[src/include/vga_defs_defs.svh]
`ifndef VGA_DEFS_DEFS_SVH
`define VGA_DEFS_DEFS_SVH

// 800x600 at 60 Hz, 40 MHz pixel clock.
`define HOR_PIXELS   800
`define VER_PIXELS   600

`define HOR_TOTAL    1056
`define VER_TOTAL    628

// Sync pulse runs from start up to but not including end.
`define HSYNC_START  840
`define HSYNC_END    968
`define VSYNC_START  601
`define VSYNC_END    605

// First screen row of the ground.
`define GROUND_Y     500

`define PROJ_RADIUS  15

`define SKY_RGB      12'h8CF
`define GROUND_RGB   12'h0A0
`define BORDER_RGB   12'hFFF

`endif

[src/design/vga_pkg.sv]
package vga_pkg;

    // Width of the horizontal and vertical pixel counters.
    typedef logic [10:0] vga_cnt_t;

    // One sample of the pixel stream, taken once per pixel clock.
    // Every stage forwards the whole record so that counters, syncs
    // and colour stay aligned through the pipeline.
    typedef struct packed {
        vga_cnt_t    hcount;
        vga_cnt_t    vcount;
        logic        hsync;
        logic        vsync;
        logic        hblnk;
        logic        vblnk;
        // 4 bits per colour, red in the top nibble.
        logic [11:0] rgb;
    } vga_sig_t;

endpackage

[src/design/game_pkg.sv]
package game_pkg;

    // Game coordinate in pixels.
    typedef logic [11:0] coord_t;

    // 12-bit colour, red in bits 11:8, green in 7:4, blue in 3:0.
    typedef logic [11:0] rgb_t;

    // Position of one projectile in game space.
    // x counts from the left edge, y counts up from the bottom edge.
    typedef struct packed {
        logic   active;
        coord_t x;
        coord_t y;
    } obj_pos_t;

endpackage

[src/design/draw_projectile.sv]
`timescale 1ns/1ps

`include "vga_defs_defs.svh"

module draw_projectile #(
    parameter game_pkg::rgb_t COLOR = 12'hF00
) (
    input  logic               clk,
    input  logic               rst,
    input  game_pkg::obj_pos_t pos,
    input  vga_pkg::vga_sig_t  vga_in,
    output vga_pkg::vga_sig_t  vga_out
);

    import vga_pkg::*;

    localparam logic signed [13:0] RADIUS    = 14'(`PROJ_RADIUS);
    localparam logic signed [13:0] SCREEN_H  = 14'(`VER_PIXELS);
    localparam logic signed [27:0] RADIUS_SQ = 28'(`PROJ_RADIUS * `PROJ_RADIUS);

    vga_sig_t                 vga_d;
    logic                     active_q;
    logic signed [13:0]       ctr_x;
    logic signed [13:0]       ctr_y;
    logic signed [13:0]       dx;
    logic signed [13:0]       dy;
    logic signed [27:0]       dist_sq;
    logic                     hit;

    // First cycle. Hold the sample and turn the game position into a screen centre.
    always_ff @(posedge clk) begin
        if (rst) begin
            vga_d    <= '0;
            active_q <= 1'b0;
        end else begin
            vga_d    <= vga_in;
            active_q <= pos.active;
        end
    end

    // Game y grows upwards, screen y grows downwards.
    always_ff @(posedge clk) begin
        ctr_x <= $signed({2'b00, pos.x}) - RADIUS;
        ctr_y <= SCREEN_H - $signed({2'b00, pos.y}) + RADIUS;
    end

    // Second cycle. Distance test against the delayed pixel.
    always_comb begin
        dx      = $signed({3'b000, vga_d.hcount}) - ctr_x;
        dy      = $signed({3'b000, vga_d.vcount}) - ctr_y;
        dist_sq = dx * dx + dy * dy;
        hit     = active_q && (dist_sq <= RADIUS_SQ);
    end

    always_ff @(posedge clk) begin
        if (rst) begin
            vga_out <= '0;
        end else begin
            vga_out <= vga_d;
            if (hit) begin
                vga_out.rgb <= COLOR;
            end
        end
    end

    // Pixel position stays aligned with the two-cycle latency.
    assert property (@(posedge clk) disable iff (rst)
        !$past(rst) && !$past(rst, 2) |-> vga_out.hcount == $past(vga_in.hcount, 2))
    else $error("draw_projectile: hcount misaligned");

endmodule

[config.mk]
export PLATFORM = sky130hd
export DESIGN_NAME = draw_projectile
export DESIGN_NICKNAME = d
export VERILOG_FILES = /design/src/design/vga_pkg.sv /design/src/design/game_pkg.sv /design/src/design/draw_projectile.sv
export VERILOG_INCLUDE_DIRS = /design/src /design/src/include
export SDC_FILE = /design/constraint.sdc
export NUM_CORES = 1
export LEC_CHECK = 0
export BUFFER_PORTS_ARGS = -buffer_cell sky130_fd_sc_hd__buf_2
export CORE_MARGIN = 2
export CORE_UTILIZATION = 30
export DETAILED_ROUTE_END_ITERATION = 8
export GPL_TIMING_DRIVEN = 0
export SYNTH_ARGS = -nofsm -noshare
export SYNTH_HDL_FRONTEND = slang
export SYNTH_SLANG_ARGS = --single-unit
export TNS_END_PERCENT = 1
[constraint.sdc]
create_clock -name clk -period 10.9 [get_ports clk]
set_input_delay 1.09 -clock clk [delete_from_list [all_inputs] [get_ports clk]]
set_output_delay 1.09 -clock clk [all_outputs]
set_load 0.01 [all_outputs]
==> impl_metrics.xml <==
<?xml version="1.0" encoding="UTF-8"?>
<metrics>
  <group name="clock_network">
    <metric name="clock_sink_count" unit="">104</metric>
    <metric name="cts.root.buffer_cell" unit="">sky130_fd_sc_hd__clkbuf_16</metric>
    <metric name="htree_levels" unit="">3</metric>
    <metric name="numCtsBuffers" unit="">9</metric>
    <metric name="cts_hold_buf" unit="">0</metric>
    <metric name="clk-insertion-delay-late" unit="ps">360</metric>
    <metric name="cts-root-to-sink-buffers" unit="">2</metric>
    <metric name="cts_tree" unit="">done</metric>
    <metric name="clk_pin_slew_worst_paths" unit="ps">70</metric>
  </group>
  <group name="critical_path">
    <metric name="slowest_delay" unit="ps">670</metric>
    <metric name="critical_path.endpoint" unit="">vga_out[2]</metric>
    <metric name="worst-r2r-setup-slack" unit="ps">330</metric>
    <metric name="timing.critical_path.slowest_stage_cell" unit="">sky130_fd_sc_hd__fa_2</metric>
    <metric name="cpLargestDelayFamily" unit="">adder cells</metric>
    <metric name="path_common_cell" unit="">sky130_fd_sc_hd__inv_1</metric>
    <metric name="crit-reg2reg-launch" unit="">ctr_y[1]</metric>
    <metric name="rr_endpoint" unit="">vga_out[2]</metric>
    <metric name="timing_worst_setup_path_type" unit="">flop to flop</metric>
    <metric name="setup.worst_path.end_class" unit="">flop</metric>
    <metric name="worst_setup_path_start_kind" unit="">flop</metric>
    <metric name="worst_ep_required_time" unit="ps">11060</metric>
    <metric name="worstPathArrival" unit="ps">10730</metric>
    <metric name="crit_path_start" unit="">ctr_y[1]</metric>
    <metric name="ff2ff_path_depth" unit="">36</metric>
    <metric name="critical_path_depth" unit="">36</metric>
    <metric name="crit_buf_inv" unit="">10</metric>
    <metric name="worstPathMaxFanout" unit="">13</metric>
  </group>
  <group name="floorplanning">
    <metric name="top_level_ports" unit="">103</metric>
    <metric name="floorplan.die.height" unit="µm">250</metric>
    <metric name="floorplan.die_area" unit="µm²">62300</metric>
    <metric name="fp_rows" unit="">90</metric>
    <metric name="dieWidth" unit="µm">250</metric>
    <metric name="core_area" unit="µm²">60000</metric>
    <metric name="initial_utilization" unit="">0.302</metric>
  </group>
  <group name="run_status">
    <metric name="status" unit="">finished clean</metric>
  </group>
  <group name="synth">
    <metric name="yosys-top-cells-area" unit="">sky130_fd_sc_hd__fa_1 45%, sky130_fd_sc_hd__dfxtp_1 12%, sky130_fd_sc_hd__ha_1 9.5%</metric>
    <metric name="synth_seq_cells" unit="">104</metric>
    <metric name="yosysWarnings" unit="">0</metric>
    <metric name="share_of_synthesized_area_occupied_by_flip_flops_and_latches" unit="">0.115</metric>
    <metric name="average_cell_area_after_synthesis" unit="µm²">9.62</metric>
    <metric name="yosys.area.top_type_share" unit="">0.448</metric>
    <metric name="yosys_most_used_dff" unit="">sky130_fd_sc_hd__dfxtp_1</metric>
    <metric name="proportion_of_register_bits_with_asynchronous_set_or_reset_after_synthesis" unit="">0</metric>
    <metric name="syn-num-nets" unit="">2490</metric>
    <metric name="synth.cell_area" unit="µm²">18100</metric>
    <metric name="area_leader_netlist" unit="">sky130_fd_sc_hd__fa_1</metric>
    <metric name="synth_enable_flop_cells" unit="">0</metric>
    <metric name="netlist_cell_types" unit="">84</metric>
    <metric name="synth_cells" unit="">1882</metric>
  </group>
  <group name="hold_path">
    <metric name="hold_path.class" unit="">flop to flop</metric>
  </group>
  <group name="timing">
    <metric name="rsz0062_at_grt" unit="">true</metric>
    <metric name="timing.final.crit_period" unit="ps">10570</metric>
    <metric name="report.final.hold_viol_count" unit="">0</metric>
    <metric name="worst_slew_pin_tran" unit="ps">1270</metric>
    <metric name="fmaxAchievable" unit="MHz">94.6</metric>
    <metric name="setup_violations" unit="">0</metric>
    <metric name="post-route-period-util" unit="">0.969</metric>
    <metric name="slew_viol_final" unit="">0</metric>
    <metric name="post-route-worst-setup-slack" unit="ps">334</metric>
    <metric name="clock_skew" unit="ps">14.6</metric>
    <metric name="worst_slew_margin_rel" unit="">0.150</metric>
  </group>
  <group name="drt">
    <metric name="initialDrtViolationCount" unit="">724</metric>
    <metric name="antenna_violating_nets_post_route" unit="">0</metric>
    <metric name="detailroute.via_count" unit="">12865</metric>
    <metric name="drc" unit="">0</metric>
    <metric name="drt_wl_total" unit="µm">44400</metric>
    <metric name="detailedRoute.firstPassIterationCount" unit="">7</metric>
    <metric name="via_per_inst" unit="">4.63</metric>
    <metric name="drt-wirelength-per-cell" unit="µm">16.0</metric>
  </group>
  <group name="global_routing">
    <metric name="first_global_vias" unit="">14148</metric>
    <metric name="sum_of_overflow_across_all_layers_after_global_routing" unit="">0</metric>
    <metric name="grt_pass1_wl" unit="µm">73000</metric>
    <metric name="grtUsageTotal" unit="">0.148</metric>
    <metric name="largest_net_degree_at_the_start_of_global_routing" unit="">21</metric>
    <metric name="grt_antenna_before_repair" unit="">2</metric>
  </group>
  <group name="job">
    <metric name="max_cap_violations" unit="">0</metric>
  </group>
  <group name="place">
    <metric name="hpwlAfterDp" unit="µm">39000</metric>
    <metric name="io_buffers" unit="">97</metric>
    <metric name="globalplace.congestion" unit="">0.923</metric>
    <metric name="detailedPlace.worstSlack" unit="ps">-552</metric>
  </group>
  <group name="final_layout">
    <metric name="final_cell_mix" unit="">447 x sky130_fd_sc_hd__inv_1, 402 x sky130_fd_sc_hd__fa_1, 161 x sky130_fd_sc_hd__nor2_1, 138 x sky130_fd_sc_hd__ha_1, 121 x sky130_fd_sc_hd__nand2_1</metric>
    <metric name="layout.core_utilization" unit="">0.335</metric>
    <metric name="n_fill_cell" unit="">6176</metric>
    <metric name="layout_commonest_cell" unit="">sky130_fd_sc_hd__inv_1</metric>
    <metric name="finish.net_count" unit="">2601</metric>
    <metric name="post_route_cells_drive_above_1_share" unit="">0.0961</metric>
    <metric name="area_growth_syn_to_layout" unit="%">11.0</metric>
  </group>
</metrics>
## worst min path at each step
stage             start    endpoint  slack, ps  cells after the start
2_1_floorplan  vga_d[1]  vga_out[1]        400                      2
3_3_place_gp   vga_d[7]  vga_out[7]        410                      2
3_5_place_dp   vga_d[1]  vga_out[1]        420                      2
4_1_cts        vga_d[1]  vga_out[1]        430                      2
5_1_grt        vga_d[6]  vga_out[6]        460                      2
6_report       vga_d[1]  vga_out[1]        430                      2
## per-layer routing
| layer | vias to the layer above | track usage | share of wire |
|---|---|---|---|
| met5 | - | 0 | 0.00029 |
| met4 | 2 | 0.0296 | 0.017 |
| met3 | 51 | 0.0298 | 0.069 |
| met2 | 343 | 0.254 | 0.49 |
| met1 | 6549 | 0.193 | 0.42 |
| li1 | 5920 | - | - |
## worst min-delay path, delay by kind of cell (launching register included)
kind | cells | cell delay, ps
DFF | 1 | 300
buffers and inverters | 1 | 40
AOI/OAI and AO/OA | 1 | 40
## sequential cells by signal (all words and copies together) (netlist names)
name / cells
vga_out: 38
vga_d: 38
ctr_y: 14
ctr_x: 13
active_q: 1
## kinds of logic (layout without fill, tap and decap cells)
logic type,Yosys count,after routing,share of synthesized area
xor gates and xnor gates,73,73,0.0353
and+or+nand+nor,464,464,0.122
muxes,4,4,0.00228
DFF,104,104,0.115
buffers and inverters,505,621,0.107
AOI/OAI and AO/OA,188,188,0.0749
adders and majority gates,543,543,0.543
other,1,2,0.000207
## final cells by class
type	instances	area, µm²	area share
Antenna cell	1	2.50	0.000125
Buffer	45	210	0.0105
Clock buffer	9	225	0.0112
Clock inverter	7	95.1	0.00473
Inverter	460	1730	0.0862
Multi-Input combinational cell	1273	14300	0.710
Sequential cell	104	2080	0.104
Tap cell	782	978	0.0487
Timing Repair Buffer	100	508	0.0253
## what timing repair did
action,in CTS,in global routing
pin swaps,1,1
endpoints found under the setup margin,12,12
gates resized for setup,6,34
buffers inserted,2,1
hold endpoints to repair,0,0
cloned,0,0
## synthesized netlist by cell type, drive strengths merged (21+ instances only)
master / count
xor2: 25
xnor2: 48
o21ai: 36
nand2: 122
nor3: 21
a21oi: 41
fa: 405
nor2b: 79
dfxtp: 104
clkbuf: 40
ha: 138
nor2: 164
inv: 451
## per-stage QoR
stage / std cells / cell area, µm² / hold WS (ps) / TNS (ps)
2_1_floorplan: 1882 / 18100 / 404 / 0
3_3_place_gp: 2761 / 19600 / 412 / -3140
3_5_place_dp: 2761 / 19600 / 416 / -5570
4_1_cts: 2779 / 19900 / 429 / 0
5_1_grt: 2780 / 20100 / 460 / -265
6_report: 2781 / 20100 / 428 / 0
Power is not shown: default switching activity piles up to over one toggle a cycle in this logic, so the estimate is an artifact.
