$ cat config.mk
export PLATFORM = sky130hd
export DESIGN_NAME = vga_timing
export DESIGN_NICKNAME = d
export VERILOG_FILES = /design/src/design/vga_pkg.sv /design/src/design/vga_timing.sv
export VERILOG_INCLUDE_DIRS = /design/src /design/src/include
export SDC_FILE = /design/constraint.sdc
export NUM_CORES = 1
export LEC_CHECK = 0
export BUFFER_PORTS_ARGS = -buffer_cell sky130_fd_sc_hd__buf_2
export CAP_MARGIN = 20
export CORE_MARGIN = 2
export CORE_UTILIZATION = 48
export CTS_CLUSTER_DIAMETER = 50
export CTS_CLUSTER_SIZE = 25
export DETAILED_ROUTE_END_ITERATION = 10
export PLACE_DENSITY = 0.8
export SETUP_SLACK_MARGIN = 0.15
export SLEW_MARGIN = 20
export SYNTH_ARGS = -nofsm -noshare
export SYNTH_HDL_FRONTEND = slang
export SYNTH_SLANG_ARGS = --single-unit
$ cat constraint.sdc
create_clock -name clk -period 2.67 [get_ports clk]
set_clock_uncertainty 0.15 [all_clocks]
set_input_delay 0 -clock clk [delete_from_list [all_inputs] [get_ports clk]]
set_output_delay 0 -clock clk [all_outputs]
set_load 0.01 [all_outputs]
$ cat src/include/vga_defs_defs.svh
`ifndef VGA_DEFS_DEFS_SVH
`define VGA_DEFS_DEFS_SVH

// 800x600 at 60 Hz, 40 MHz pixel clock.
`define HOR_PIXELS   800
`define VER_PIXELS   600

`define HOR_TOTAL    1056
`define VER_TOTAL    628

// Sync pulse runs from start up to but not including end.
`define HSYNC_START  840
`define HSYNC_END    968
`define VSYNC_START  601
`define VSYNC_END    605

// First screen row of the ground.
`define GROUND_Y     500

`define PROJ_RADIUS  15

`define SKY_RGB      12'h8CF
`define GROUND_RGB   12'h0A0
`define BORDER_RGB   12'hFFF

`endif

$ cat src/design/vga_pkg.sv
package vga_pkg;

    // Width of the horizontal and vertical pixel counters.
    typedef logic [10:0] vga_cnt_t;

    // One sample of the pixel stream, taken once per pixel clock.
    // Every stage forwards the whole record so that counters, syncs
    // and colour stay aligned through the pipeline.
    typedef struct packed {
        vga_cnt_t    hcount;
        vga_cnt_t    vcount;
        logic        hsync;
        logic        vsync;
        logic        hblnk;
        logic        vblnk;
        // 4 bits per colour, red in the top nibble.
        logic [11:0] rgb;
    } vga_sig_t;

endpackage

$ cat src/design/vga_timing.sv
`timescale 1ns/1ps

`include "vga_defs_defs.svh"

module vga_timing (
    input  logic               clk,
    input  logic               rst,
    output vga_pkg::vga_sig_t  vga_out
);

    import vga_pkg::*;

    localparam vga_cnt_t H_LAST = vga_cnt_t'(`HOR_TOTAL - 1);
    localparam vga_cnt_t V_LAST = vga_cnt_t'(`VER_TOTAL - 1);

    vga_cnt_t h_next;
    vga_cnt_t v_next;

    // Next counter values, so every output field comes from one register stage.
    always_comb begin
        if (vga_out.hcount == H_LAST) begin
            h_next = '0;
            if (vga_out.vcount == V_LAST) begin
                v_next = '0;
            end else begin
                v_next = vga_out.vcount + 1'b1;
            end
        end else begin
            h_next = vga_out.hcount + 1'b1;
            v_next = vga_out.vcount;
        end
    end

    always_ff @(posedge clk) begin
        if (rst) begin
            vga_out <= '0;
        end else begin
            vga_out.hcount <= h_next;
            vga_out.vcount <= v_next;
            vga_out.hsync  <= (h_next >= `HSYNC_START) && (h_next < `HSYNC_END);
            vga_out.vsync  <= (v_next >= `VSYNC_START) && (v_next < `VSYNC_END);
            vga_out.hblnk  <= (h_next >= `HOR_PIXELS);
            vga_out.vblnk  <= (v_next >= `VER_PIXELS);
            vga_out.rgb    <= '0;
        end
    end

    // Counter never leaves the line period.
    assert property (@(posedge clk) disable iff (rst)
        vga_out.hcount < `HOR_TOTAL)
    else $error("vga_timing: hcount %0d out of range", vga_out.hcount);

endmodule

==> metrics.txt, run 1 <==
Synth Register Bits 26; layout cells sized above 1 0.225; routability cong. 0.938; Area Growth Syn to Fin 13.7%; Diodes inserted 0; TritonCTS Buffers 3; Crit path arrival time 2540 ps; Sink Count 26; first-pass GRT wire length 6130 um; CTS tree yes; core area 3340 sq um; design area approximately 1900 sq um; Post-Syn Instances around 210; initial antenna violation count 0; clock-pin slew on the worst setup and hold paths ~140 ps; vias per inst 5.38; Root Buffer clkbuf_4; Seq/Total Area, Yosys 0.313; synth warn 0; Initial Util 0.498; final WL 3580 um; CP required approximately 2800 ps; Tmin final ~2400 ps; Nets roughly 250; clk_lat worst skew 320 ps; H-tree depth 1; period utilisation layout 0.912; area of the multi-input gates ~1000 sq um; CP max FO 7; max-cap viol count 0; Detailed Place HPWL approximately 2600 um; setup TNS 0 ps; Post-synth top flop dfxtp_1; vias 1540; GRT Resource Usage Total 0.187; Initial DRC Count 167; GRT overflow 0; Setup-failing EPs final 0; Reg area between 500 and 600 sq um; vias in the first global route ~1400; leakage power 0.765 nW; Async SR Flop Fraction 0; CP endpoint kind register; Layout Cells excl Fill approximately 290; die width roughly 63 um; Largest register FFs 26; synthesized area 1660 sq um; Critical Path Source Type register; num rows 21; Die Area 3950 sq um; number of flops mapped to enable cells by yosys 0; post-synthesis cell type count 45; status completed; post-route ant nets 0; Cells after DPL 281; most frequent cells in the layout 27 x nor2_1, 27 x buf_2, 22 x dfxtp_1, 15 x nor3_1, 14 x nand2_1; largest net degree at the start of global routing 21; Final Hold Viols 0; Top Ports 40; Worst Hold Class register to register; maximum clock path buffer count 2; IO buf count 27; DR DRC count 0; Placed Area 1840 sq um; RSZ-0062 raised after global routing false; syn avg cell area 7.84 sq um; kind of critical path register to register; Largest regs vga_out: 26 flops; WL per Instance 12.5 um; Die Y 62.9 um; DRT Pass-1 Iters 4; Biggest register vga_out; Power Density 318 nW/um^2; Slew Viols, Final 0; Max VDD drop 297 uV; Max Clock Freq 411 MHz; filler cell count ~340
-- synthesized netlist by cell type (3+ instances only) --
master    number  area [sq um]
or3_1          3          18.8
buf_4         12          90.1
inv_1          3          11.3
nand2b_1       5          31.3
nand4_1        7          43.8
nor3_1        15          75.1
dfxtp_1       26           521
nand2_1       14          52.6
a31oi_1        3          18.8
xor2_1         8          70.1
xnor2_1       12           105
nand3_1       12          60.1
a21oi_1        5          25.0
clkbuf_1       8          30.0
o21ai_0        9          45.0
and3_1         4          25.0
buf_1          3          11.3
nor2_1        27           101
-- through the flow --
step	hold WS, ps	worst slack [ps]	utilization	power (mW)
global placement	246	159	0.552	0.440
global route	367	153	0.567	0.630
floorplan	28.4	151	-	0.443
detailed placement	246	91.2	0.552	0.441
finish	348	235	0.567	0.601
CTS	351	151	0.565	0.604
-- where the power goes --
group	total (mW)	leakage, nW	switching (mW)	internal, mW
combinational	0.0363	0.539	0.0241	0.0122
sequential	0.397	0.211	0.00483	0.392
clock	0.167	0.0138	0.114	0.0529
-- worst paths after layout --
kind / slack (ps) / from / endpoint / cells after the start
max: 230 / vga_out[36] / vga_out[14] / 6
min: 350 / vga_out[37] / vga_out[15] / 1
max reg2reg: 230 / vga_out[36] / vga_out[14] / 6
min reg2reg: 350 / vga_out[37] / vga_out[15] / 1
-- area by class of cell --
type                       instances  area share
sequential                        26       0.278
clock buffer                       3      0.0119
timing repair buffer              39       0.120
inverter                           3     0.00596
multi-input combinational        169       0.553
tap                               46      0.0304
-- metal layers --
layer	share of wire	wire length [um]	track usage
met2	0.47	1700	0.333
met1	0.46	1640	0.227
met3	0.062	221	0.0414
met5	0	0	0
met4	0.0042	15	0.0444
-- cells by family (layout without fill, tap and decap cells) --
kind of cell,after synthesis,after routing,synth area share
simple gates,102,102,0.333
other cells,1,12,0.00226
fa+ha+maj,2,2,0.0150
flops,26,26,0.313
compound gates,32,32,0.126
buf+inv,28,45,0.0993
xor+xnor,20,20,0.105
mux,1,1,0.00602
-- worst max-delay path, stage by stage (launching register included) --
cell and delay [ps]:
dfxtp_2 380, or4b_4 560, or4_4 500, nor3_2 190, a31oi_1 50, or4_1 420
nor4_2 130
-- timing repair --
action / 4_1_cts / 5_1_grt
setup buffers: 1 / 0
hold buffers: 1 / 0
resized for setup: 1 / 1
hold endpoints to repair: 13 / 0
cloned: 0 / 0
endpoints found under the setup margin: 2 / 2
pin swaps: 2 / 1
(Power assumes the default switching activity.)
==> run 2, diff against run 1 <==
PLACE_DENSITY = not set   (was 0.8)
PLACE_DENSITY_LB_ADDON = 0.3   (was not set)
==> run 2 against run 1 <==
Final area increased by 2.7%. Combinational power is 1% lower. Via count fell by 1.0%. Sequential share of layout area is 0.73 points lower. Critical path type unchanged. Setup slack worse by 57 ps. Wire length rose by 3.6%. Clock power is 26% higher. Worst hold slack got worse by 27 ps. Die area did not move. Highest routed layer unchanged. Flip-flop and latch count did not move. Core utilization increased by 1.5 points. Global-route usage increased by 1.9 points.
==> metrics.txt, run 2 (synthesis results as in run 1) <==
Tmin final 2490 ps; Critical Path Source Type register; crit path cell chain or4b_4 -> or4_4 -> nor3_2 -> a31oi_1 -> or4_1 -> nor4_2; post-route ant nets 0; clk_lat worst skew 330 ps; Die Y 62.9 um; Post CTS Setup Buffer Count 0; CP endpoint kind register; Area Growth Syn to Fin 16.8%; Largest register FFs 26; vias 1524; Initial DRC Count approximately 100; Nets 251; final WL 3710 um; GRT overflow 0; largest net degree at the start of global routing 21; routability cong. ~0.86; crit-path max cell delay 570 ps; Worst Hold Class register to register; DRT Pass-1 Iters 4; Top Ports 40; Detailed Place HPWL 2770 um; core area about 3300 sq um; status completed; Diodes inserted 0; CP max FO 11; CP required 2780 ps; Biggest register vga_out; num rows 21; H-tree depth 1; Largest regs vga_out: 26 flops; most frequent cells in the layout 27 x nor2_1, 27 x buf_2, 22 x dfxtp_1, 16 x buf_4, 15 x nor3_1; flop2flop setup slack 180 ps; kind of critical path register to register; IO buf count 27; setup TNS 0 ps; clock-pin slew on the worst setup and hold paths 150 ps; GRT Resource Usage Total 0.206; initial antenna violation count 0; Final Hold Viols 0; Crit path arrival time ~2600 ps; CTS tree yes; Max VDD drop 207 uV; layout cells sized above 1 0.244; WL per Instance 12.7 um; Sink Count 26; max-cap viol count 0; RSZ-0062 raised after global routing true; worst hold slack 321 ps; leakage power ~0.8 nW; maximum clock path buffer count 2; Power Density 331 nW/um^2; DR DRC count 0; Die Area approximately 4000 sq um; Max Clock Freq 401 MHz; period utilisation layout 0.934; Root Buffer clkbuf_4; vias in the first global route 1425; first-pass GRT wire length 6620 um; Slew Viols, Final 0; slowest stage cell, crit path or4b_4; vias per inst 5.22; Setup-failing EPs final 0; die width 62.9 um; TritonCTS Buffers 3; Initial Util 0.498
run 2: area by class of cell:
class,instances,area [sq um]
clock buffer,4,36.3
fill,352,1400
inverter,3,11.3
multi-input combinational,169,1050
sequential,26,526
tap,46,57.6
timing repair buffer,44,265
run 2: per-layer routing:
| layer | vias up | part of all wire | wire length (um) | track usage |
|---|---|---|---|---|
| met1 | 692 | 0.46 | 1690 | 0.266 |
| li1 | 790 | - | - | - |
| met3 | 5 | 0.043 | 161 | 0.0378 |
| met4 | 0 | 0.0086 | 32 | 0.0333 |
| met2 | 37 | 0.49 | 1820 | 0.362 |
| met5 | - | 0 | 0 | 0 |
run 2: final timing paths:
kind / from / cells past startpoint / endpoint
worst max-delay path: vga_out[35] / 6 / vga_out[14]
worst min-delay path: vga_out[37] / 1 / vga_out[15]
worst max register to register: vga_out[35] / 6 / vga_out[14]
worst min register to register: vga_out[37] / 1 / vga_out[15]
run 2: per-stage QoR:
step	setup slack (ps)	std cells	power [mW]	util	instance area [sq um]
after global placement	195	287	0.440	0.566	1890
final	177	292	0.643	0.582	1940
after detailed placement	126	287	0.440	0.566	1890
after global routing	70.0	292	0.674	0.582	1940
after CTS	111	292	0.651	0.580	1940
after floorplan	151	223	0.443	-	1730
run 2: repair_timing:
item | CTS | global route
pin swaps | 0 | 1
setup endpoints to repair | 2 | 2
hold endpoints to repair | 17 | 0
cloned | 0 | 0
resized for setup | 1 | 1
hold buffers | 1 | 0
run 2: power by group:
part	total (mW)	switching [mW]	internal, mW	leakage [nW]
Combinational	0.0359	0.0236	0.0123	0.568
Clock	0.210	0.126	0.0837	0.0210
Sequential	0.397	0.00449	0.393	0.211
Total	0.643	0.154	0.489	0.800
run 2: worst max-delay path: cells and delay by family, from the launching register on:
kind / cells / cell delay, ps
DFF: 1 / 340
AOI/OAI and AO/OA: 1 / 50
and+or+nand+nor: 5 / 1880
==> run 3, diff against run 2 <==
--- a/config.mk
+++ b/config.mk
@@ -15,3 +15,3 @@
 export DETAILED_ROUTE_END_ITERATION = 10
-export PLACE_DENSITY_LB_ADDON = 0.3
+export PLACE_DENSITY = 0.76
 export SETUP_SLACK_MARGIN = 0.15
--- a/constraint.sdc
+++ b/constraint.sdc
@@ -4,2 +4,2 @@
 set_output_delay 0 -clock clk [all_outputs]
-set_load 0.01 [all_outputs]
+set_load 0.1 [all_outputs]
==> run 3 against run 2 <==
Wire length up 0.89%. Worst hold slack got worse by 10 ps. Fmax rose by 1.3%. Clock power decreased by 18%. First-iteration DRC count grew 62%. Die area unchanged. Flip-flop and latch count stayed put. Critical path depth stayed put. Sequential power shrank 2%. Register-to-register slack improved by 30 ps. Final cell count shrank 2.1%. Critical path type unchanged. Highest routed layer unchanged.
==> metrics.txt, run 3 (synthesis results as in run 1) <==
initial antenna violation count 0; sequential fraction of design power 0.568; Biggest register vga_out; Root Buffer clkbuf_4; GRT Resource Usage Total 0.195; die width between 60 and 70 um; Max VDD drop 170 uV; clock share of power 0.252; Nets about 250; Worst Path Buf+Inv 0; DRT Pass-1 Iters 4; design area 1940 sq um; most frequent cells in the layout 27 x nor2_1, 27 x buf_2, 14 x nor3_1, 14 x nand2_1; Top delay family on crit path simple AND/OR/NAND/NOR gates; Placed Area 1850 sq um; layout cells sized above 1 0.275; Switching Fraction 0.346; num rows 21; Final Util 0.582; Area Growth Syn to Fin 16.7%; clk_lat worst skew around 330 ps; CP required 2780 ps; slowest stage cell, crit path or4b_4; DR DRC count 0; Sink Count 26; Slew Viols, Final 0; worst hold slack 311 ps; Initial Util 0.498; filler cell count 322; status completed; Layout Cells excl Fill around 290; period utilisation layout 0.922; Largest regs vga_out: 26 flops; Comb pwr share 0.180; clock-pin slew on the worst setup and hold paths around 140 ps; vias per inst 5.50; Die Y 62.9 um; RSZ-0062 raised after global routing true; Top Ports 40; crit path cell chain or4b_4 -> or4_4 -> nor3_2 -> a31oi_1 -> or4_1 -> nor4_2; Worst Hold Class register to register; P_int between 0.4 and 0.5 mW; CTS tree yes; Setup-failing EPs final 0; Cells after DPL 276; H-tree depth 1; CP max FO 6; first-pass GRT wire length 6290 um; Power Density ~350 nW/um^2; Diodes inserted 0; WL per Instance 13.1 um; leakage power 0.769 nW; pre-CTS setup slack 177 ps; final WL 3740 um; Die Area 3950 sq um; largest net degree at the start of global routing 21; total power 0.689 mW; TritonCTS Buffers 3; CP endpoint kind register; Critical Path Source Type register; Final WS setup 209 ps; vias 1574; post-route ant nets 0; Largest register FFs 26; GRT overflow 0; Tmin final 2460 ps; Initial DRC Count 164; max-cap viol count 0; Sw Pwr 0.238 mW; kind of critical path register to register; Max Clock Freq ~400 MHz; routability cong. 0.895; core area approximately 3300 sq um; Crit path arrival time 2570 ps; setup TNS 0 ps; maximum clock path buffer count 2; crit-path max cell delay 580 ps; vias in the first global route 1416; Final Hold Viols 0; Detailed Place HPWL 2580 um; IO buf count 27
## run 3: worst paths after layout
kind	from	endpoint	slack, ps	cells after the start
setup reg to reg	vga_out[35]	vga_out[14]	210	6
hold reg to reg	vga_out[37]	vga_out[15]	310	1
hold / removal	vga_out[37]	vga_out[15]	310	1
setup / recovery	vga_out[35]	vga_out[14]	210	6
## run 3: layout make-up
type	instances	area, sq um	area share
timing repair buffer	38	220	0.113
multi-input combinational	169	1060	0.546
sequential	26	566	0.291
inverter	3	11.3	0.00580
clock buffer	3	22.5	0.0116
clock inverter	1	3.75	0.00193
tap	46	57.6	0.0297
## run 3: metal layers
metal | wire, um | up-vias | share of wire | global-route usage
met4 | 53 | 0 | 0.014 | 0.0917
met1 | 1700 | 731 | 0.46 | 0.236
met3 | 188 | 5 | 0.050 | 0.0270
li1 | - | 781 | - | -
met2 | 1790 | 57 | 0.48 | 0.340
met5 | 0 | - | 0 | 0
## run 3: worst reg2reg max path: stages, from the launching register on
cell	delay [ps]
dfxtp_4	370
or4b_4	580
or4_4	500
nor3_2	190
a31oi_1	40
or4_1	430
nor4_2	140
## run 3: repair_timing
item                                    CTS  global route
pin swaps                                 1             1
endpoints found under the hold margin    16             0
endpoints found under the setup margin    1             1
gates resized for setup                   1             2
hold buffers                              1             0
setup buffers                             5             0
## run 3: power groups by stage
stage | Combinational (mW) | Clock (mW) | Sequential (mW)
5_1_grt | 0.127 | 0.198 | 0.392
3_5_place_dp | 0.123 | 0 | 0.401
6_report | 0.124 | 0.173 | 0.391
2_1_floorplan | 0.101 | 0 | 0.428
3_3_place_gp | 0.123 | 0 | 0.401
4_1_cts | 0.124 | 0.180 | 0.391
