## src/include/vga_defs_defs.svh

```systemverilog
`ifndef VGA_DEFS_DEFS_SVH
`define VGA_DEFS_DEFS_SVH

// 800x600 at 60 Hz, 40 MHz pixel clock.
`define HOR_PIXELS   800
`define VER_PIXELS   600

`define HOR_TOTAL    1056
`define VER_TOTAL    628

// Sync pulse runs from start up to but not including end.
`define HSYNC_START  840
`define HSYNC_END    968
`define VSYNC_START  601
`define VSYNC_END    605

// First screen row of the ground.
`define GROUND_Y     500

`define PROJ_RADIUS  15

`define SKY_RGB      12'h8CF
`define GROUND_RGB   12'h0A0
`define BORDER_RGB   12'hFFF

`endif

```

## src/design/vga_pkg.sv

```systemverilog
package vga_pkg;

    // Width of the horizontal and vertical pixel counters.
    typedef logic [10:0] vga_cnt_t;

    // One sample of the pixel stream, taken once per pixel clock.
    // Every stage forwards the whole record so that counters, syncs
    // and colour stay aligned through the pipeline.
    typedef struct packed {
        vga_cnt_t    hcount;
        vga_cnt_t    vcount;
        logic        hsync;
        logic        vsync;
        logic        hblnk;
        logic        vblnk;
        // 4 bits per colour, red in the top nibble.
        logic [11:0] rgb;
    } vga_sig_t;

endpackage

```

## src/design/game_pkg.sv

```systemverilog
package game_pkg;

    // Game coordinate in pixels.
    typedef logic [11:0] coord_t;

    // 12-bit colour, red in bits 11:8, green in 7:4, blue in 3:0.
    typedef logic [11:0] rgb_t;

    // Position of one projectile in game space.
    // x counts from the left edge, y counts up from the bottom edge.
    typedef struct packed {
        logic   active;
        coord_t x;
        coord_t y;
    } obj_pos_t;

endpackage

```

## src/design/draw_background.sv

```systemverilog
`timescale 1ns/1ps

`include "vga_defs_defs.svh"

module draw_background (
    input  logic               clk,
    input  logic               rst,
    input  vga_pkg::vga_sig_t  vga_in,
    output vga_pkg::vga_sig_t  vga_out
);

    import game_pkg::*;

    rgb_t rgb_nxt;
    logic on_border;

    // Outermost visible rows and columns.
    assign on_border = (vga_in.hcount == 0)
                    || (vga_in.hcount == `HOR_PIXELS - 1)
                    || (vga_in.vcount == 0)
                    || (vga_in.vcount == `VER_PIXELS - 1);

    always_comb begin
        if (vga_in.hblnk || vga_in.vblnk) begin
            rgb_nxt = '0;
        end else if (on_border) begin
            rgb_nxt = `BORDER_RGB;
        end else if (vga_in.vcount >= `GROUND_Y) begin
            rgb_nxt = `GROUND_RGB;
        end else begin
            rgb_nxt = `SKY_RGB;
        end
    end

    always_ff @(posedge clk) begin
        if (rst) begin
            vga_out <= '0;
        end else begin
            vga_out     <= vga_in;
            vga_out.rgb <= rgb_nxt;
        end
    end

endmodule

```

## config.mk

```make
export PLATFORM = sky130hd
export DESIGN_NAME = draw_background
export DESIGN_NICKNAME = d
export VERILOG_FILES = /design/src/design/vga_pkg.sv /design/src/design/game_pkg.sv /design/src/design/draw_background.sv
export VERILOG_INCLUDE_DIRS = /design/src /design/src/include
export SDC_FILE = /design/constraint.sdc
export NUM_CORES = 1
export LEC_CHECK = 0
export BUFFER_PORTS_ARGS = -buffer_cell sky130_fd_sc_hd__buf_2
export CAP_MARGIN = 30
export CORE_ASPECT_RATIO = 1.75
export CORE_MARGIN = 2
export CORE_UTILIZATION = 30
export CTS_CLUSTER_SIZE = 16
export DETAILED_ROUTE_END_ITERATION = 8
export GPL_TIMING_DRIVEN = 0
export HOLD_SLACK_MARGIN = 0.12
export SLEW_MARGIN = 20
export SYNTH_ARGS = -nofsm -noshare
export SYNTH_HDL_FRONTEND = slang
export SYNTH_SLANG_ARGS = --single-unit
```

## constraint.sdc

```tcl
create_clock -name clk -period 1.9 [get_ports clk]
set_input_delay 0.095 -clock clk [delete_from_list [all_inputs] [get_ports clk]]
set_output_delay 0.095 -clock clk [all_outputs]
set_load 0.05 [all_outputs]
```

==> flow_metrics.py, run 1 <==
metrics = {
    "floorplanning": {
        "die_w_um": 48.6,
        "initial_core_util_pct": 31.0,
        "dieArea_mm2": 0.00398,
        "die_y_um": 82.0,
        "io_pins": 78,
        "core_mm2": 0.00336,
        "row_count": 28,
    },
    "worst_setup_path": {
        "required_ps": 2110,
        "max_stage_delay_ps": 540,
        "critPathCaptureType": "register",
        "critical_path_depth": 6,
        "critPathLaunch": "vga_in[16]",
        "crit_type": "in -> reg",
        "cp-start-kind": "primary input",
        "endpoint": "vga_out[6]",
        "cp.arrival_ps": 1760,
        "crit_buf_inv": 2,
        "critPathMaxFanout": 3,
        "crit_family": "simple AND/OR/NAND/NOR gates",
        "slowest_stage": "dlygate4sd3_1",
        "cp_cell_sequence": "dlygate4sd3_1 -> buf_2 -> or4_4 -> nor4_4 -> o211ai_1 -> nand3_1",
    },
    "logic_synthesis": {
        "synthSimpleGateAreaFrac_pct": 31.5,
        "syn_inst": 91,
        "ys_top_cells_by_count": "dfxtp_1, nor2b_1, buf_4",
        "ys_async_sr_fraction_pct": 0,
        "synth_fp_nets": 131,
        "synth_adder_area_share_pct": 0,
        "synth_area_mm2": 0.00104,
        "synth_edf_count": 0,
        "synth_top_area_share_pct": 57.6,
        "synthMuxAreaShare_pct": 0,
        "synth_top_family_by_area": "simple AND/OR/NAND/NOR gates",
        "synth-seq-area-share_pct": 57.6,
        "yosysMostFrequentCell": "dfxtp_1",
        "synth_compound_area_share_pct": 4.08,
        "yosys.cell_types.count": 21,
        "synthFlopType": "dfxtp_1",
        "syn_area_per_cell_um2": 11.5,
        "yosys-top-cells-area": "dfxtp_1, nor2b_1, buf_4",
        "synth_seq_cells": 30,
        "synth_xor_area_share_pct": 0,
        "yosys.area.top_type": "dfxtp_1",
        "ys_warn_count": 0,
    },
    "clocking": {
        "cts_tree": "done",
        "cts_buffers": 5,
        "clk_transition_reported_paths_ps": 60,
        "cts_max_path_buffers": 2,
        "hold_buffers": 25,
        "root_buffer": "clkbuf_8",
        "cts.sinks": 30,
        "cts_setup_buffers": 0,
        "htreeDepth": 2,
        "cts_resized": 0,
    },
    "layout": {
        "drive_gt1_share_pct": 48.7,
        "top_regs": "vga_out: 30 flops",
        "fin_nets": 228,
        "top_register": "vga_out",
        "final_util_pct": 53.0,
        "area_growth_pct": 71.1,
        "stdcell_area_mm2": 0.00178,
        "largest_register_ffs": 30,
        "diodes": 0,
    },
    "sta": {
        "report.final.hold_viol_count": 0,
        "slew_viol_final": 0,
        "setup_viol": 0,
        "fmax_ghz": 0.648,
        "grt_setup_unrepaired": "false",
        "fin_crit_sh_pct": 81.2,
        "layout_min_cycle_time_ps": 1540,
        "tightest_slew_ps": 462,
        "max-slew-margin-rel_pct": 69.2,
        "setup_slack_ps": 357,
        "tns_ps": 0,
    },
    "routing": {
        "drt-wirelength-per-cell_um": 11.6,
        "drc_errors": 0,
        "routed-wl-met3_um": 169,
        "vias_per_cell": 4.23,
        "drt_iter0_markers": 9,
        "totalWireLength_um": 2730,
        "num_vias": 989,
        "met2_length_um": 1560,
        "dr.pass1.iters": 4,
        "ant_nets": 0,
        "routedLengthMet1_um": 952,
        "route.top_layer_used": "met4",
    },
    "min_path": {
        "min_from": "vga_in[20]",
        "hold_class": "in -> reg",
    },
    "pwr": {
        "power_w": 0.00156,
        "powerDensity_mw_per_mm2": 876,
        "ir_drop_uv": 675,
        "p_leak_nw": 0.882,
    },
    "outcome": {
        "status": "complete, no violations",
    },
    "grt": {
        "grt.total_usage_pct": 14.8,
        "grt_pass1_wl_um": 4390,
        "antenna_found_initial": 0,
        "overflow": 0,
        "grt_pass1_vias": 1020,
        "grt_max_degree": 11,
    },
    "placed_design": {
        "place_congestion": 0.760,
        "hpwl_um": 1960,
        "place_area_mm2": 0.00142,
        "place_ws_ps": 624,
        "io_buffers": 65,
    },
    "flow_run": {
        "maxCapViolations": 0,
    },
}
==> worst min-delay path by stage <==
| stage | to | slack (ps) | cells past startpoint |
|---|---|---|---|
| after floorplan | vga_out[14] | 220 | 1 |
| after global placement | vga_out[14] | 300 | 2 |
| after detailed placement | vga_out[15] | 320 | 2 |
| after CTS | vga_out[20] | 140 | 2 |
| after global routing | vga_out[20] | 140 | 2 |
| final | vga_out[20] | 140 | 2 |
==> metal layers <==
layer	vias up	GRT usage, %
met3	5	5.64
met1	447	12.4
met2	45	30.4
met4	0	6.00
li1	492	-
met5	-	0
==> report_power, final <==
part	total, W	switching [W]	internal [W]	leakage (nW)
Clock	0.000615	0.000230	0.000385	0.0579
Combinational	0.000279	0.000179	0.000101	0.575
Sequential	0.000668	0.00000764	0.000660	0.249
Total	0.00156	0.000416	0.00115	0.882
==> metrics by stage <==
step / instances / hold WS (ps)
final: 234 / 138
after global routing: 234 / 141
after CTS: 234 / 138
after detailed placement: 201 / 318
after global placement: 201 / 303
after floorplan: 91 / 223
==> cells in the final DEF, fill, tap and decap left out, drive strengths merged, types with 3 or more instances in the layout <==
master,Yosys,final
nor4,4,4
and2b,6,6
dfxtp,30,30
or4,3,3
clkbuf,2,7
o21ai,3,3
buf,8,73
dlygate4sd3,0,25
nand3,3,3
nor2b,20,20
==> cells by family after synthesis <==
family                 Yosys count
AOI/OAI and AO/OA                7
and+or+nand+nor                 43
buffers and inverters           11
DFF                             30
==> cell type report <==
cell class                 instances  area (µm²)
buffer                            10        67.6
tap                               45        56.3
clock buffer                       5        68.8
multi-input combinational         50         370
fill                             333        1580
sequential                        30         601
inverter                           1        3.75
clock inverter                     3        40.0
timing repair buffer              90         576
No activity file was read; power rests on OpenSTA's default activity.
==> inputs of run 2 (changes only) <==
- PLACE_DENSITY: unset -> 0.65
- clock period: 1.9 -> 1.3 ns (I/O delays scaled with it)
==> flow_metrics.py, run 2 (synthesis gave the netlist of run 1 again) <==
metrics = {
    "outcome": {
        "status": "complete, no violations",
    },
    "pwr": {
        "powerDensity_mw_per_mm2": 1150,
        "p_leak_nw": 0.876,
        "power_w": 0.00206,
        "ir_drop_uv": 565,
    },
    "floorplanning": {
        "die_w_um": 48.6,
        "io_pins": 78,
        "core_mm2": 0.00336,
        "initial_core_util_pct": 31.0,
        "dieArea_mm2": 0.00398,
        "row_count": 28,
        "die_y_um": 82.0,
    },
    "sta": {
        "fmax_ghz": 0.822,
        "report.final.hold_viol_count": 0,
        "slew_viol_final": 0,
        "tightest_slew_ps": 482,
        "tns_ps": 0,
        "grt_setup_unrepaired": "false",
        "fin_crit_sh_pct": 93.6,
        "setup_slack_ps": 82.8,
        "setup_viol": 0,
        "layout_min_cycle_time_ps": 1220,
        "max-slew-margin-rel_pct": 67.8,
    },
    "grt": {
        "overflow": 0,
        "antenna_found_initial": 0,
        "grt_max_degree": 11,
        "grt.total_usage_pct": 14.6,
        "grt_pass1_vias": 984,
        "grt_pass1_wl_um": 4400,
    },
    "clocking": {
        "cts.sinks": 30,
        "cts_buffers": 5,
        "clk_transition_reported_paths_ps": 50,
        "cts_tree": "done",
        "cts_max_path_buffers": 2,
        "root_buffer": "clkbuf_8",
        "htreeDepth": 2,
        "cts_setup_buffers": 0,
    },
    "layout": {
        "top_register": "vga_out",
        "final_cells": 236,
        "area_growth_pct": 71.4,
        "layout_common_cells": "buf_2, dfxtp_1, dlygate4sd3_1",
        "fill_cells": 311,
        "fin_nets": 231,
        "diodes": 0,
        "layout_commonest_cell": "buf_2",
        "multi_input_comb_area_um2": 377,
        "largest_register_ffs": 30,
        "top_regs": "vga_out: 30 flops",
        "drive_gt1_share_pct": 47.6,
        "ff_latch_area_um2": 601,
    },
    "placed_design": {
        "place_congestion": 0.641,
        "placed_cells": 201,
        "io_buffers": 65,
        "hpwl_um": 2070,
        "place_ws_ps": 75.6,
    },
    "min_path": {
        "hold_class": "in -> reg",
        "min_from": "vga_in[25]",
    },
    "routing": {
        "dr.pass1.iters": 2,
        "num_vias": 995,
        "vias_per_cell": 4.22,
        "totalWireLength_um": 2740,
        "drc_errors": 0,
        "drt_iter0_markers": 19,
        "ant_nets": 0,
        "drt-wirelength-per-cell_um": 11.6,
    },
    "worst_setup_path": {
        "crit_buf_inv": 2,
        "crit_type": "in -> reg",
        "critPathLaunch": "vga_in[24]",
        "cp_cell_sequence": "dlygate4sd3_1 -> buf_2 -> nand4_1 -> nor2_1 -> or4_1 -> nand3_1",
        "max_stage_delay_ps": 560,
        "critPathCaptureType": "register",
        "required_ps": 1510,
        "cp-start-kind": "primary input",
        "crit_family": "buffers and inverters",
        "slowest_stage": "dlygate4sd3_1",
        "critPathMaxFanout": 3,
        "cp.arrival_ps": 1430,
    },
    "flow_run": {
        "maxCapViolations": 0,
    },
}
run 2: cell types whose count changed in the layout (fill, tap and decap cells not counted), sizes merged:
cell         change
dlygate4sd3      +3
clkinv           -2
clkbuf           +2
bufinv           -1
run 2: stage by stage:
stage | area, µm² | hold WS, ps | utilization (%)
floorplan | 1040 | 193 | -
global placement | 1420 | 274 | 42.3
detailed placement | 1420 | 281 | 42.3
CTS | 1770 | 142 | 52.6
global route | 1790 | 171 | 53.1
finish | 1790 | 151 | 53.1
run 2: repair_timing:
item                                    CTS  global route
hold buffers                             27             2
resized for setup                         0             3
endpoints found under the setup margin    0             3
hold endpoints to repair                 29             2
run 2: final timing paths:
kind                endpoint  slack, ps  cells past startpoint
setup / recovery  vga_out[6]         80                      6
hold / removal    vga_out[6]        150                      3
run 2: cell type report:
| type | count | share of cell area (%) |
|---|---|---|
| Inverter | 1 | 0.210 |
| Multi-Input combinational cell | 50 | 21.1 |
| Buffer | 10 | 3.78 |
| Sequential cell | 30 | 33.6 |
| Timing Repair Buffer | 93 | 33.9 |
| Clock buffer | 7 | 4.27 |
| Tap cell | 45 | 3.15 |
run 2: report_power, final:
part / internal (W) / leakage (nW) / switching, W
combinational: 0.000153 / 0.589 / 0.000264
clock: 0.000367 / 0.0383 / 0.000296
sequential: 0.000966 / 0.249 / 0.0000111
total: 0.00149 / 0.876 / 0.000571
run 2: metal layers:
metal / part of all wire, % / up-vias / GRT usage [%]
li1: - / 498 / -
met1: 34 / 443 / 13.4
met2: 56 / 44 / 26.9
met3: 6.5 / 10 / 5.45
met4: 3.6 / 0 / 9.71
met5: 0 / - / 0
==> inputs of run 3 (changes only) <==
- PLACE_DENSITY: 0.65 -> unset
- SETUP_SLACK_MARGIN: unset -> 0.3
- clock period: 1.3 -> 1.4 ns (I/O delays scaled with it)
==> flow_metrics.py, run 3 (synthesis gave the netlist of run 1 again) <==
metrics = {
    "routing": {
        "drt-wirelength-per-cell_um": 11.7,
        "vias_per_cell": 4.24,
        "ant_nets": 0,
        "num_vias": 1010,
        "drt_iter0_markers": 6,
        "dr.pass1.iters": 4,
        "totalWireLength_um": 2790,
        "drc_errors": 0,
    },
    "floorplanning": {
        "io_pins": 78,
        "row_count": 28,
        "die_w_um": 48.6,
        "dieArea_mm2": 0.00398,
        "core_mm2": 0.00336,
        "die_y_um": 82.0,
        "initial_core_util_pct": 31.0,
    },
    "sta": {
        "grt_setup_unrepaired": "true",
        "report.final.hold_viol_count": 0,
        "setup_viol": 0,
        "max-slew-margin-rel_pct": 68.7,
        "tns_ps": 0,
        "hold_ws_ps": 118,
        "layout_min_cycle_time_ps": 1050,
        "fmax_ghz": 0.952,
        "fin_crit_sh_pct": 75.0,
        "tightest_slew_ps": 469,
        "slew_viol_final": 0,
    },
    "worst_setup_path": {
        "crit_type": "in -> reg",
        "critPathCaptureType": "register",
        "crit_family": "simple AND/OR/NAND/NOR gates",
        "critPathLaunch": "vga_in[30]",
        "crit_buf_inv": 1,
        "cp_cell_sequence": "buf_6 -> or4_4 -> nor4_4 -> o211ai_1 -> nand3_1",
        "cp-start-kind": "primary input",
        "critPathMaxFanout": 2,
        "cp.arrival_ps": 1260,
        "max_stage_delay_ps": 540,
        "slowest_stage": "or4_4",
        "required_ps": 1610,
    },
    "layout": {
        "fin_nets": 232,
        "stdcell_area_mm2": 0.00187,
        "diodes": 0,
        "layout_common_cells": "buf_2, dfxtp_1, dlygate4sd3_1",
        "top_register": "vga_out",
        "area_growth_pct": 79.7,
        "fill_cells": 326,
        "layout_commonest_cell": "buf_2",
        "largest_register_ffs": 30,
        "drive_gt1_share_pct": 49.7,
        "top_regs": "vga_out: 30 flops",
    },
    "pwr": {
        "powerDensity_mw_per_mm2": 1140,
        "p_leak_nw": 0.917,
        "internal_power_w": 0.00157,
        "power_switching_w": 0.000570,
        "p_sw_share_pct": 26.6,
        "ir_drop_uv": 938,
        "clkPwrFrac_pct": 39.1,
        "sequentialPowerShare_pct": 42.4,
        "combPwrFrac_pct": 18.5,
    },
    "clocking": {
        "root_buffer": "clkbuf_8",
        "cts_max_path_buffers": 2,
        "clk_transition_reported_paths_ps": 60,
        "cts.sinks": 30,
        "htreeDepth": 2,
        "cts_buffers": 5,
        "cts_tree": "done",
    },
    "min_path": {
        "min_from": "vga_in[26]",
        "hold_class": "in -> reg",
    },
    "flow_run": {
        "maxCapViolations": 0,
    },
    "grt": {
        "grt_pass1_vias": 987,
        "antenna_found_initial": 0,
        "grt_max_degree": 11,
        "grt.total_usage_pct": 14.8,
        "grt_pass1_wl_um": 4360,
        "overflow": 0,
    },
    "placed_design": {
        "place_congestion": 0.760,
        "place_area_mm2": 0.00142,
        "io_buffers": 65,
        "hpwl_um": 1960,
    },
    "outcome": {
        "status": "complete, no violations",
    },
}
==> run 3: cell type report <==
cell class	instances	area (µm²)	area share (%)
repair buffers	94	657	35.1
well taps	45	56.3	3.01
clock inverters	3	40.0	2.14
inverters	1	3.75	0.200
flip-flops and latches	30	602	32.1
clock buffers	5	68.8	3.67
plain buffers	10	67.6	3.61
multi-input cells	50	378	20.2
==> run 3: timing repair <==
| action | CTS | global route |
|---|---|---|
| pin swaps | 0 | 5 |
| gates resized for setup | 5 | 11 |
| setup endpoints to repair | 5 | 10 |
| hold buffers | 28 | 0 |
| endpoints found under the hold margin | 29 | 0 |
| setup buffers | 0 | 1 |
==> run 3: worst min-delay path: stages <==
cell	delay [ps]
buf_2	100
or4_1	110
nand3_1	60
==> run 3: power groups by stage <==
stage / Sequential, W / Combinational (W) / Clock, W
after floorplan: 0.00108 / 0.0000607 / 0
after global placement: 0.000924 / 0.000323 / 0
after detailed placement: 0.000925 / 0.000325 / 0
after CTS: 0.000907 / 0.000387 / 0.000860
after global routing: 0.000910 / 0.000419 / 0.000906
final: 0.000907 / 0.000396 / 0.000837
==> run 3: path summary, 6_finish.rpt <==
check                   endpoint  slack (ps)  depth (start not counted)
worst max-delay path  vga_out[6]         350                          5
worst min-delay path  vga_out[6]         120                          3
==> run 3: metal layers <==
| metal | part of all wire (%) | wire length [µm] | vias to the layer above | track usage, % |
|---|---|---|---|---|
| li1 | - | - | 500 | - |
| met1 | 34 | 954 | 458 | 13.1 |
| met2 | 57 | 1600 | 47 | 29.0 |
| met3 | 6.9 | 194 | 5 | 5.82 |
| met4 | 1.6 | 44 | 0 | 7.14 |
| met5 | 0 | 0 | - | 0 |
==> run 3: per-stage QoR <==
stage / cells / setup slack [ps] / util [%] / total power, W
6_report: 238 / 350 / 55.7 / 0.00214
5_1_grt: 238 / 291 / 55.7 / 0.00224
4_1_cts: 237 / 306 / 54.3 / 0.00215
3_5_place_dp: 201 / 149 / 42.3 / 0.00125
3_3_place_gp: 201 / 145 / 42.3 / 0.00125
2_1_floorplan: 91 / 357 / - / 0.00114
